===== config.mk =====
export PLATFORM = sky130hd
export DESIGN_NAME = mem_subsystem
export DESIGN_NICKNAME = d
export VERILOG_FILES = /design/src/design/mem_line_pkg.sv /design/src/design/mem_burst_pkg.sv /design/src/design/line_arbiter.sv /design/src/design/cacheline_adapter.sv /design/src/design/mem_subsystem.sv
export SDC_FILE = /design/constraint.sdc
export NUM_CORES = 1
export LEC_CHECK = 0
export ABC_AREA = 1
export BUFFER_PORTS_ARGS = -buffer_cell sky130_fd_sc_hd__buf_2
export CAP_MARGIN = 15
export CORE_AREA = 2 2 387 389
export DETAILED_ROUTE_END_ITERATION = 8
export DIE_AREA = 0 0 389 391
export GPL_ROUTABILITY_DRIVEN = 0
export GPL_TIMING_DRIVEN = 0
export RECOVER_POWER = 25
export SKIP_LAST_GASP = 1
export SLEW_MARGIN = 25
export SYNTH_ARGS = -nofsm -noshare
export SYNTH_HDL_FRONTEND = slang
export SYNTH_SLANG_ARGS = --single-unit

===== constraint.sdc =====
create_clock -name clk -period 7.2 [get_ports clk]
set_input_delay 0.72 -clock clk [delete_from_list [all_inputs] [get_ports clk]]
set_output_delay 0.72 -clock clk [all_outputs]
set_load 0.02 [all_outputs]

===== src/design/mem_line_pkg.sv =====
package mem_line_pkg;

    // byte address as seen by both caches
    typedef logic [31:0] addr_t;

    // one full cache line, 32 bytes
    typedef logic [255:0] line_t;

    // low address bits that select a byte inside a line
    localparam int LINE_OFFSET_BITS = 5;

    // who currently holds the shared line port
    typedef enum logic [1:0] {
        OWN_NONE   = 2'd0,
        OWN_ICACHE = 2'd1,
        OWN_DCACHE = 2'd2
    } owner_t;

endpackage


===== src/design/mem_burst_pkg.sv =====
package mem_burst_pkg;

    // one data beat on the external memory port
    typedef logic [63:0] beat_t;

    // beats needed to move a full line
    localparam int BURST_BEATS = 4;

    // counts beats within one burst
    typedef logic [$clog2(BURST_BEATS)-1:0] beat_idx_t;

endpackage


===== src/design/line_arbiter.sv =====
`timescale 1ns/1ps

module line_arbiter
    import mem_line_pkg::*;
#(
    parameter bit DCACHE_FIRST = 1'b1
) (
    input  logic   clk,
    input  logic   rst,

    // instruction cache, read only
    input  logic   icache_read,
    input  addr_t  icache_address,
    output logic   icache_resp,
    output line_t  icache_rdata,

    // data cache
    input  logic   dcache_read,
    input  logic   dcache_write,
    input  addr_t  dcache_address,
    input  line_t  dcache_wdata,
    output logic   dcache_resp,
    output line_t  dcache_rdata,

    // shared port towards the cacheline adapter
    input  logic   adapter_resp,
    input  line_t  adapter_rdata,
    output logic   adapter_read,
    output logic   adapter_write,
    output addr_t  adapter_address,
    output line_t  adapter_wdata
);

    owner_t state;
    owner_t next_state;

    logic icache_req;
    logic dcache_req;

    assign icache_req = icache_read;
    assign dcache_req = dcache_read | dcache_write;

    // grant selection, only evaluated from idle
    always_comb begin
        next_state = state;
        case (state)
            OWN_NONE: begin
                if (icache_req && dcache_req) begin
                    next_state = DCACHE_FIRST ? OWN_DCACHE : OWN_ICACHE;
                end else if (dcache_req) begin
                    next_state = OWN_DCACHE;
                end else if (icache_req) begin
                    next_state = OWN_ICACHE;
                end
            end
            OWN_ICACHE, OWN_DCACHE: begin
                // release on the response, forces one idle cycle between grants
                if (adapter_resp) begin
                    next_state = OWN_NONE;
                end
            end
            default: begin
                next_state = OWN_NONE;
            end
        endcase
    end

    always_ff @(posedge clk) begin
        if (rst) begin
            state <= OWN_NONE;
        end else begin
            state <= next_state;
        end
    end

    // request and response steering for the owner
    always_comb begin
        icache_resp     = 1'b0;
        icache_rdata    = '0;
        dcache_resp     = 1'b0;
        dcache_rdata    = '0;
        adapter_read    = 1'b0;
        adapter_write   = 1'b0;
        adapter_address = '0;
        adapter_wdata   = '0;

        case (state)
            OWN_ICACHE: begin
                adapter_read    = icache_read;
                adapter_address = icache_address;
                icache_resp     = adapter_resp;
                icache_rdata    = adapter_rdata;
            end
            OWN_DCACHE: begin
                adapter_address = dcache_address;
                dcache_resp     = adapter_resp;
                // read takes precedence if both strobes show up
                if (dcache_read) begin
                    adapter_read = 1'b1;
                    dcache_rdata = adapter_rdata;
                end else if (dcache_write) begin
                    adapter_write = 1'b1;
                    adapter_wdata = dcache_wdata;
                end
            end
            default: begin
            end
        endcase
    end

endmodule


===== src/design/cacheline_adapter.sv =====
`timescale 1ns/1ps

module cacheline_adapter
    import mem_line_pkg::*;
    import mem_burst_pkg::*;
(
    input  logic   clk,
    input  logic   rst,

    // line side, driven by the arbiter
    input  logic   adapter_read,
    input  logic   adapter_write,
    input  addr_t  adapter_address,
    input  line_t  adapter_wdata,
    output logic   adapter_resp,
    output line_t  adapter_rdata,

    // burst side, towards memory
    output logic   mem_read,
    output logic   mem_write,
    output addr_t  mem_address,
    output beat_t  mem_wdata,
    input  logic   mem_resp,
    input  beat_t  mem_rdata
);

    localparam int BEAT_BITS = $bits(beat_t);
    localparam beat_idx_t LAST_BEAT = beat_idx_t'(BURST_BEATS - 1);

    // mask that clears the byte offset inside a line
    localparam addr_t LINE_MASK = ~addr_t'((1 << LINE_OFFSET_BITS) - 1);

    typedef enum logic [1:0] {
        ST_IDLE   = 2'd0,
        ST_BURST  = 2'd1,
        ST_DONE   = 2'd2,
        ST_SETTLE = 2'd3
    } adapter_state_t;

    adapter_state_t state;
    adapter_state_t next_state;

    logic       dir_write;
    addr_t      line_addr;
    line_t      line_buf;
    beat_idx_t  beat_idx;
    logic       start;
    logic       last_beat;

    assign start     = adapter_read | adapter_write;
    assign last_beat = mem_resp && (beat_idx == LAST_BEAT);

    always_comb begin
        next_state = state;
        case (state)
            ST_IDLE: begin
                if (start) begin
                    next_state = ST_BURST;
                end
            end
            ST_BURST: begin
                if (last_beat) begin
                    next_state = ST_DONE;
                end
            end
            ST_DONE: begin
                next_state = ST_SETTLE;
            end
            // arbiter drops its grant here, so the stale request is not seen
            ST_SETTLE: begin
                next_state = ST_IDLE;
            end
            default: begin
                next_state = ST_IDLE;
            end
        endcase
    end

    // control state
    always_ff @(posedge clk) begin
        if (rst) begin
            state     <= ST_IDLE;
            dir_write <= 1'b0;
            beat_idx  <= '0;
        end else begin
            state <= next_state;
            if (state == ST_IDLE && start) begin
                dir_write <= adapter_write & ~adapter_read;
                beat_idx  <= '0;
            end else if (state == ST_BURST && mem_resp) begin
                beat_idx <= beat_idx + 1'b1;
            end
        end
    end

    // address and line payload
    always_ff @(posedge clk) begin
        if (state == ST_IDLE && start) begin
            line_addr <= adapter_address & LINE_MASK;
            line_buf  <= adapter_wdata;
        end else if (state == ST_BURST && mem_resp) begin
            if (dir_write) begin
                // next outgoing beat moves down into the low bits
                line_buf <= {beat_t'(0), line_buf[$bits(line_t)-1:BEAT_BITS]};
            end else begin
                line_buf[beat_idx*BEAT_BITS +: BEAT_BITS] <= mem_rdata;
            end
        end
    end

    assign mem_read    = (state == ST_BURST) && !dir_write;
    assign mem_write   = (state == ST_BURST) && dir_write;
    assign mem_address = line_addr;
    assign mem_wdata   = line_buf[BEAT_BITS-1:0];

    assign adapter_resp  = (state == ST_DONE);
    assign adapter_rdata = line_buf;

endmodule


===== src/design/mem_subsystem.sv =====
`timescale 1ns/1ps

module mem_subsystem
    import mem_line_pkg::*;
    import mem_burst_pkg::*;
#(
    parameter bit DCACHE_FIRST = 1'b1
) (
    input  logic   clk,
    input  logic   rst,

    // instruction cache
    input  logic   icache_read,
    input  addr_t  icache_address,
    output logic   icache_resp,
    output line_t  icache_rdata,

    // data cache
    input  logic   dcache_read,
    input  logic   dcache_write,
    input  addr_t  dcache_address,
    input  line_t  dcache_wdata,
    output logic   dcache_resp,
    output line_t  dcache_rdata,

    // external burst memory
    output logic   mem_read,
    output logic   mem_write,
    output addr_t  mem_address,
    output beat_t  mem_wdata,
    input  logic   mem_resp,
    input  beat_t  mem_rdata
);

    // granted line transfer between arbiter and adapter
    logic   adapter_read;
    logic   adapter_write;
    addr_t  adapter_address;
    line_t  adapter_wdata;
    logic   adapter_resp;
    line_t  adapter_rdata;

    line_arbiter #(
        .DCACHE_FIRST(DCACHE_FIRST)
    ) line_arbiter_inst (
        .clk             (clk),
        .rst             (rst),
        .icache_read     (icache_read),
        .icache_address  (icache_address),
        .icache_resp     (icache_resp),
        .icache_rdata    (icache_rdata),
        .dcache_read     (dcache_read),
        .dcache_write    (dcache_write),
        .dcache_address  (dcache_address),
        .dcache_wdata    (dcache_wdata),
        .dcache_resp     (dcache_resp),
        .dcache_rdata    (dcache_rdata),
        .adapter_resp    (adapter_resp),
        .adapter_rdata   (adapter_rdata),
        .adapter_read    (adapter_read),
        .adapter_write   (adapter_write),
        .adapter_address (adapter_address),
        .adapter_wdata   (adapter_wdata)
    );

    cacheline_adapter cacheline_adapter_inst (
        .clk             (clk),
        .rst             (rst),
        .adapter_read    (adapter_read),
        .adapter_write   (adapter_write),
        .adapter_address (adapter_address),
        .adapter_wdata   (adapter_wdata),
        .adapter_resp    (adapter_resp),
        .adapter_rdata   (adapter_rdata),
        .mem_read        (mem_read),
        .mem_write       (mem_write),
        .mem_address     (mem_address),
        .mem_wdata       (mem_wdata),
        .mem_resp        (mem_resp),
        .mem_rdata       (mem_rdata)
    );

endmodule


==> results.cfg, run 1 <==
[clock_network]
clock_h_tree_levels = 2
clock_tree_from_tritoncts = built
clk-insertion-delay-late_ns = 0.60
clk_pin_slew_worst_paths_ns = 0.06
root_buffer = sky130_fd_sc_hd__clkbuf_16
post-cts-setup-buffers = 0
cts.path.max_buffers = 3
cts.sinks = 290
ctsHoldBuffers = 0
cts_buffers = 39
cts_resized = 0

[synth]
synth.mux.area_fraction = 0
synth_compound_area_frac = 0.0712
synth_xor_xnor_area_share = 0.000429
ys_seq_elements = 290
yosys.area.top_type_share = 0.417
syn_area_sq_um = 20400
syn-instance-count = 3038
simple_gate_fraction_of_synth_area = 0.305
synth_adder_area_share = 0.00736
synth_warnings = 0
synth_area_per_cell_sq_um = 6.71
synth_area_leaders = sky130_fd_sc_hd__edfxtp_1 42%, sky130_fd_sc_hd__nand2_1 20%, sky130_fd_sc_hd__inv_1 11%
synth-edff-count = 283
yosys.area.top_type = sky130_fd_sc_hd__edfxtp_1
synth-async-reset-ratio = 0
synth_top_flop_cell = sky130_fd_sc_hd__edfxtp_1
synth_sequential_area_ratio = 0.424
synth_cell_type_count = 28
largest_family_of_logic_cells_by_synthesized_area = simple AND/OR/NAND/NOR gates

[layout]
num-fill-cells = 17100
instances_no_fill = 6075
area_growth_syn_to_fin_pct = 43.3
finalNetCount = 4486
final_layout_size_suffix_gt1_frac = 0.282
finish.utilization = 0.197
final_cell_area_sq_um = 29200

[grt]
globalRouteOverflowTotal = 0
antenna_found_initial = 54
grt_max_degree = 43
globalRouteTotalUtil = 0.191
grt_pass1_vias = 23500
wire_length_of_the_first_global_routing_pass_um = 197000

[die]
design.core.area_sq_um = 149000
num_io_pins = 1002
start_util = 0.137
dieWidth_um = 389
floorplan.rows = 142
die_height_um = 391
die_area_sq_um = 152000

[power]
power-per-cell-area_nw_per_um2 = 292
static-leakage-power_nw = 16.7
total_power_mw = 8.53
worst_ir_drop_vdd_uv = 143

[timing]
setup-tns-final_ns = 0
grt_setup_unrepaired = false
drv_slew = 156
worst-slew-pin-transition_ns = 2.52
timing.clock.skew_ns = 0.0209
timing.fmax_ghz = 0.177
final.min_clock_period_ns = 5.64
timing.final.setup_violations = 0
setup_slack_ns = 1.56
relSlewSlack = -0.679
hold_viol = 0
finalHoldWorstSlack_ns = 0.350
final_min_period_over_clock_period = 0.783

[worst_setup_path]
worstSetupEndpointType = flip-flop
worst-endpoint-arrival_ns = 5.60
endpoint = cacheline_adapter_inst.adapter_rdata[216]
worstPathRequired_ns = 7.16
critical_path_launch_point = line_arbiter_inst.state[0]
reg2reg_slack_ns = 1.56
critical_path.max_fanout = 40
crit-reg2reg-launch = line_arbiter_inst.state[0]
worstSetupPathType = flip-flop to flip-flop
worst-r2r-cell-count = 13
start_kind = flip-flop
r2r_end = cacheline_adapter_inst.adapter_rdata[216]

[status]
failed_checks = capacitance limit, slew limit
status = finished with violations

[job]
timing.max_cap.violations = 6

[routing]
dr.pass1.iters = 6
drc_errors = 0
finalWirelength_um = 153000
drt_iter0_drc = 2647
detail-route-antenna-nets = 0
routed-via-count = 25200
route.detailed.wl_per_inst_um = 25.2
routed_via_density = 4.15

[placement]
port-buffer-count = 986
worst_setup_slack_before_clock_tree_synthesis_ns = 2.78
dp_cells = 5987
place_area_sq_um = 28200
dp.final_hpwl_um = 128000

[hold_path]
min_path_type = input pin to flip-flop
## logic make-up (layout without fill, tap and decap cells)
kind of cell             Yosys count  after routing
XOR/XNOR                           1              1
buffers and inverters            865           1933
adder cells (fa/ha/maj)           12             12
flip-flops                       290            290
other                              1             26
AO/OA/AOI/OAI                    290            290
AND/OR/NAND/NOR                 1579           1579
## state kept, by name, summed over array words and instances (netlist names)
signal / count
cacheline_adapter_inst.mem_address: 27
cacheline_adapter_inst.state: 2
cacheline_adapter_inst.dir_write: 1
line_arbiter_inst.state: 2
cacheline_adapter_inst.adapter_rdata: 256
cacheline_adapter_inst.beat_idx: 2
## worst min path at each step
stage	from	to	slack, ns	depth (start not counted)
2_1_floorplan	line_arbiter_inst.state[1]	line_arbiter_inst.state[1]	0.45	2
3_3_place_gp	line_arbiter_inst.state[1]	line_arbiter_inst.state[1]	0.47	2
3_5_place_dp	line_arbiter_inst.state[1]	line_arbiter_inst.state[1]	0.47	2
4_1_cts	rst	line_arbiter_inst.state[1]	0.29	2
5_1_grt	rst	line_arbiter_inst.state[1]	0.33	2
6_report	rst	line_arbiter_inst.state[1]	0.35	2
## final cells by class
type,count,area [sq um],share of cell area
Buffer,264,1640,0.0561
Timing Repair Buffer,1001,5070,0.174
Antenna cell,21,52.6,0.00180
Inverter,601,2280,0.0779
Clock inverter,22,230,0.00788
Multi-Input combinational cell,1887,7860,0.269
Sequential cell,290,8640,0.296
Tap cell,1944,2430,0.0832
Clock buffer,45,1030,0.0352
## cells in the mapped netlist (7+ instances only)
cell type / number
sky130_fd_sc_hd__clkbuf_8: 22
sky130_fd_sc_hd__clkbuf_1: 95
sky130_fd_sc_hd__buf_6: 14
sky130_fd_sc_hd__nor2_1: 286
sky130_fd_sc_hd__dfxtp_1: 7
sky130_fd_sc_hd__buf_2: 45
sky130_fd_sc_hd__o21ai_0: 173
sky130_fd_sc_hd__nand2_1: 1086
sky130_fd_sc_hd__inv_1: 599
sky130_fd_sc_hd__buf_4: 72
sky130_fd_sc_hd__ha_1: 12
sky130_fd_sc_hd__o21ai_1: 85
sky130_fd_sc_hd__buf_1: 10
sky130_fd_sc_hd__nand3_1: 196
sky130_fd_sc_hd__a21oi_1: 32
sky130_fd_sc_hd__edfxtp_1: 283
## cells in the final DEF (no fill, tap or decap), types with 2 or more instances in the layout
cell	netlist	routed
sky130_fd_sc_hd__nand2_1	1086	1085
sky130_fd_sc_hd__buf_2	45	964
sky130_fd_sc_hd__inv_1	599	595
sky130_fd_sc_hd__nor2_1	286	286
sky130_fd_sc_hd__edfxtp_1	283	283
sky130_fd_sc_hd__nand3_1	196	196
sky130_fd_sc_hd__o21ai_0	173	173
sky130_fd_sc_hd__clkbuf_1	95	164
sky130_fd_sc_hd__o21ai_1	85	85
sky130_fd_sc_hd__clkbuf_16	0	40
sky130_fd_sc_hd__buf_4	72	37
sky130_fd_sc_hd__clkbuf_4	0	34
sky130_fd_sc_hd__a21oi_1	32	32
sky130_fd_sc_hd__diode_2	0	21
sky130_fd_sc_hd__clkbuf_8	22	21
sky130_fd_sc_hd__clkbuf_2	5	17
sky130_fd_sc_hd__buf_6	14	14
sky130_fd_sc_hd__ha_1	12	12
sky130_fd_sc_hd__buf_1	10	9
sky130_fd_sc_hd__clkinv_1	1	9
sky130_fd_sc_hd__inv_6	0	7
sky130_fd_sc_hd__dfxtp_1	7	7
sky130_fd_sc_hd__nand3b_1	5	5
sky130_fd_sc_hd__conb_1	1	5
sky130_fd_sc_hd__buf_8	1	4
sky130_fd_sc_hd__bufinv_16	0	4
sky130_fd_sc_hd__buf_16	0	4
sky130_fd_sc_hd__clkinv_2	0	3
sky130_fd_sc_hd__clkinvlp_4	0	3
sky130_fd_sc_hd__nand2_2	1	2
sky130_fd_sc_hd__nor3_4	2	2
## routing by layer
layer  wire length, um  up-vias  part of all wire  global-route usage
met1             59100    11900              0.39               0.232
met3             15800      350              0.10              0.0523
met4              7750       14             0.051              0.0851
li1                  -    11200                 -                   -
met5                90        -           0.00059                   0
met2             70300     1763              0.46               0.314
## power breakdown
part,switching [mW],internal (mW)
clock network,0.899,1.17
logic,2.88,1.07
registers,0.269,2.23
## critical path, stage by stage (launching register included)
cell                             delay, ns
sky130_fd_sc_hd__dfxtp_1              0.34
sky130_fd_sc_hd__inv_1                0.08
sky130_fd_sc_hd__ha_1                 0.22
sky130_fd_sc_hd__nand2_1              0.20
sky130_fd_sc_hd__nand2_1              0.09
sky130_fd_sc_hd__nand2_1              0.13
sky130_fd_sc_hd__nand2_1              0.06
sky130_fd_sc_hd__nand2_1              0.10
sky130_fd_sc_hd__clkbuf_1             1.65
sky130_fd_sc_hd__clkbuf_1             0.42
sky130_fd_sc_hd__nand2_1              0.20
sky130_fd_sc_hd__nand2_1              0.18
sky130_fd_sc_hd__inv_6                0.12
sky130_fd_sc_hd__dlymetal6s4s_1       1.07
No activity file was read; power rests on OpenSTA's default activity.
==> run 2: changes to the inputs <==
==> constraint.sdc (replaced) <==
create_clock -name clk -period 5.2 [get_ports clk]
set_input_delay 0.52 -clock clk [delete_from_list [all_inputs] [get_ports clk]]
set_output_delay 0.52 -clock clk [all_outputs]
set_load 0.02 [all_outputs]
==> run 2 against run 1 <==
  * Sequential share of layout area hardly changed
  * Critical path depth unchanged
  * Final area up 0.12%
  * First-iteration DRC count grew 0.19%
  * Via count about the same
  * Core utilization about the same
  * Die area did not move
  * Clock-buffer cell count is the same
  * The run still ends with capacitance limit, slew limit left
==> results.cfg, run 2 (synthesized netlist as in run 1, its figures left out) <==
[clock_network]
ctsHoldBuffers = 0
cts_resized = 0
clk-insertion-delay-late_ns = 0.60
clock_h_tree_levels = 2
post-cts-setup-buffers = 0
root_buffer = sky130_fd_sc_hd__clkbuf_16
cts.path.max_buffers = 3
cts_buffers = 39
cts.sinks = 290
clk_pin_slew_worst_paths_ns = 0.06
clock_tree_from_tritoncts = built

[routing]
detail-route-antenna-nets = 0
drc_errors = 0
route.detailed.wl_per_inst_um = 25.2
dr.pass1.iters = 8
highest_layer = met5
routed-wl-met2_um = 70500
routed_via_density = 4.15
met3_wirelength_um = 15300
wl_met1_um = 59700
finalWirelength_um = 153000
drt_iter0_drc = 2652
routed-via-count = 25200

[status]
failed_checks = capacitance limit, slew limit
status = finished with violations

[worst_setup_path]
worstSetupEndpointType = flip-flop
reg2reg_slack_ns = 0.64
crit-reg2reg-launch = line_arbiter_inst.state[0]
worstSetupPathType = flip-flop to flip-flop
worstPathRequired_ns = 5.44
critical_path.max_fanout = 40
worst-endpoint-arrival_ns = 4.80
worst-r2r-cell-count = 13
start_kind = flip-flop
r2r_end = cacheline_adapter_inst.adapter_rdata[26]

[die]
die_area_sq_um = 152000
die_height_um = 391
start_util = 0.137
num_io_pins = 1002
floorplan.rows = 142
dieWidth_um = 389
design.core.area_sq_um = 149000

[job]
timing.max_cap.violations = 3

[power]
worst_ir_drop_vdd_uv = 198
power-per-cell-area_nw_per_um2 = 404
static-leakage-power_nw = 16.6
total_power_mw = 11.8

[grt]
wire_length_of_the_first_global_routing_pass_um = 197000
globalRouteOverflowTotal = 0
globalRouteTotalUtil = 0.191
antenna_found_initial = 53
grt_max_degree = 43
grt_pass1_vias = 23500

[layout]
area_growth_syn_to_fin_pct = 43.5
final_cell_mix = 1,085 x sky130_fd_sc_hd__nand2_1, 946 x sky130_fd_sc_hd__buf_2, 595 x sky130_fd_sc_hd__inv_1
final_common_cell = sky130_fd_sc_hd__nand2_1
instances_no_fill = 6071
largest_register_ff_count = 256
finalNetCount = 4486
final_layout_size_suffix_gt1_frac = 0.278

[timing]
final.min_clock_period_ns = 4.56
grt_setup_unrepaired = false
timing.final.setup_violations = 0
setup_slack_ns = 0.641
final_min_period_over_clock_period = 0.877
drv_slew = 31
timing.clock.skew_ns = 0.0216
worst-slew-pin-transition_ns = 2.28
finalHoldWorstSlack_ns = 0.152
timing.fmax_ghz = 0.219
setup-tns-final_ns = 0
hold_viol = 0
relSlewSlack = -0.522

[hold_path]
worst_hold_path.endpoint = line_arbiter_inst.state[1]
hold_depth = 2
min_path_type = input pin to flip-flop
worstHoldStart = rst

[placement]
port-buffer-count = 986
dp_cells = 5987
worst_setup_slack_before_clock_tree_synthesis_ns = 0.776
dp.final_hpwl_um = 128000
-- run 2: cell types whose count changed in the layout (fill, tap and decap cells not counted), sizes merged --
cell	previous run	this run
diode	21	17
clkbuf	276	292
dlymetal6s4s	1	0
buf	1033	1018
-- run 2: cell type report --
cell class	instances	area, sq um
inverters	601	2280
fillers	17100	119000
well taps	1944	2430
repair buffers	1001	5110
clock inverters	22	230
plain buffers	264	1650
flip-flops and latches	290	8640
clock buffers	45	1030
diodes	17	42.5
multi-input cells	1887	7860
-- run 2: critical path, cell delays in order (launching register included) --
cell,delay [ns]
sky130_fd_sc_hd__dfxtp_1,0.34
sky130_fd_sc_hd__inv_1,0.08
sky130_fd_sc_hd__ha_1,0.23
sky130_fd_sc_hd__nand2_1,0.22
sky130_fd_sc_hd__nand2_1,0.09
sky130_fd_sc_hd__nand2_1,0.13
sky130_fd_sc_hd__nand2_1,0.06
sky130_fd_sc_hd__nand2_1,0.10
sky130_fd_sc_hd__clkbuf_1,1.64
sky130_fd_sc_hd__clkbuf_1,0.42
sky130_fd_sc_hd__nand2_1,0.18
sky130_fd_sc_hd__nand2_1,0.18
sky130_fd_sc_hd__inv_6,0.14
sky130_fd_sc_hd__buf_16,0.23
-- run 2: per-layer routing --
| layer | vias up | GRT usage |
|---|---|---|
| li1 | 11200 | - |
| met1 | 11900 | 0.232 |
| met2 | 1720 | 0.314 |
| met3 | 331 | 0.0523 |
| met4 | 14 | 0.0851 |
| met5 | - | 0 |
-- run 2: worst max-delay path by stage --
| stage | start | endpoint | slack [ns] | cells after the start |
|---|---|---|---|---|
| after floorplan | line_arbiter_inst.state[1] | cacheline_adapter_inst.adapter_rdata[0] | 2.16 | 13 |
| after global placement | dcache_read | cacheline_adapter_inst.adapter_rdata[26] | 0.07 | 11 |
| after detailed placement | cacheline_adapter_inst.beat_idx[0] | cacheline_adapter_inst.adapter_rdata[127] | 0.78 | 12 |
| after CTS | cacheline_adapter_inst.beat_idx[0] | cacheline_adapter_inst.adapter_rdata[127] | 0.74 | 12 |
| after global routing | line_arbiter_inst.state[0] | cacheline_adapter_inst.adapter_rdata[26] | 0.44 | 13 |
| final | line_arbiter_inst.state[0] | cacheline_adapter_inst.adapter_rdata[26] | 0.64 | 13 |
-- run 2: report_power, final --
part	switching, mW	internal [mW]
registers	0.372	3.08
logic	4.00	1.50
clock network	1.25	1.62
total	5.62	6.21
-- run 2: per-stage QoR --
step	instance area [sq um]	utilization
2_1_floorplan	20400	-
3_3_place_gp	27800	0.187
3_5_place_dp	28200	0.190
4_1_cts	29400	0.198
5_1_grt	29200	0.197
6_report	29300	0.197
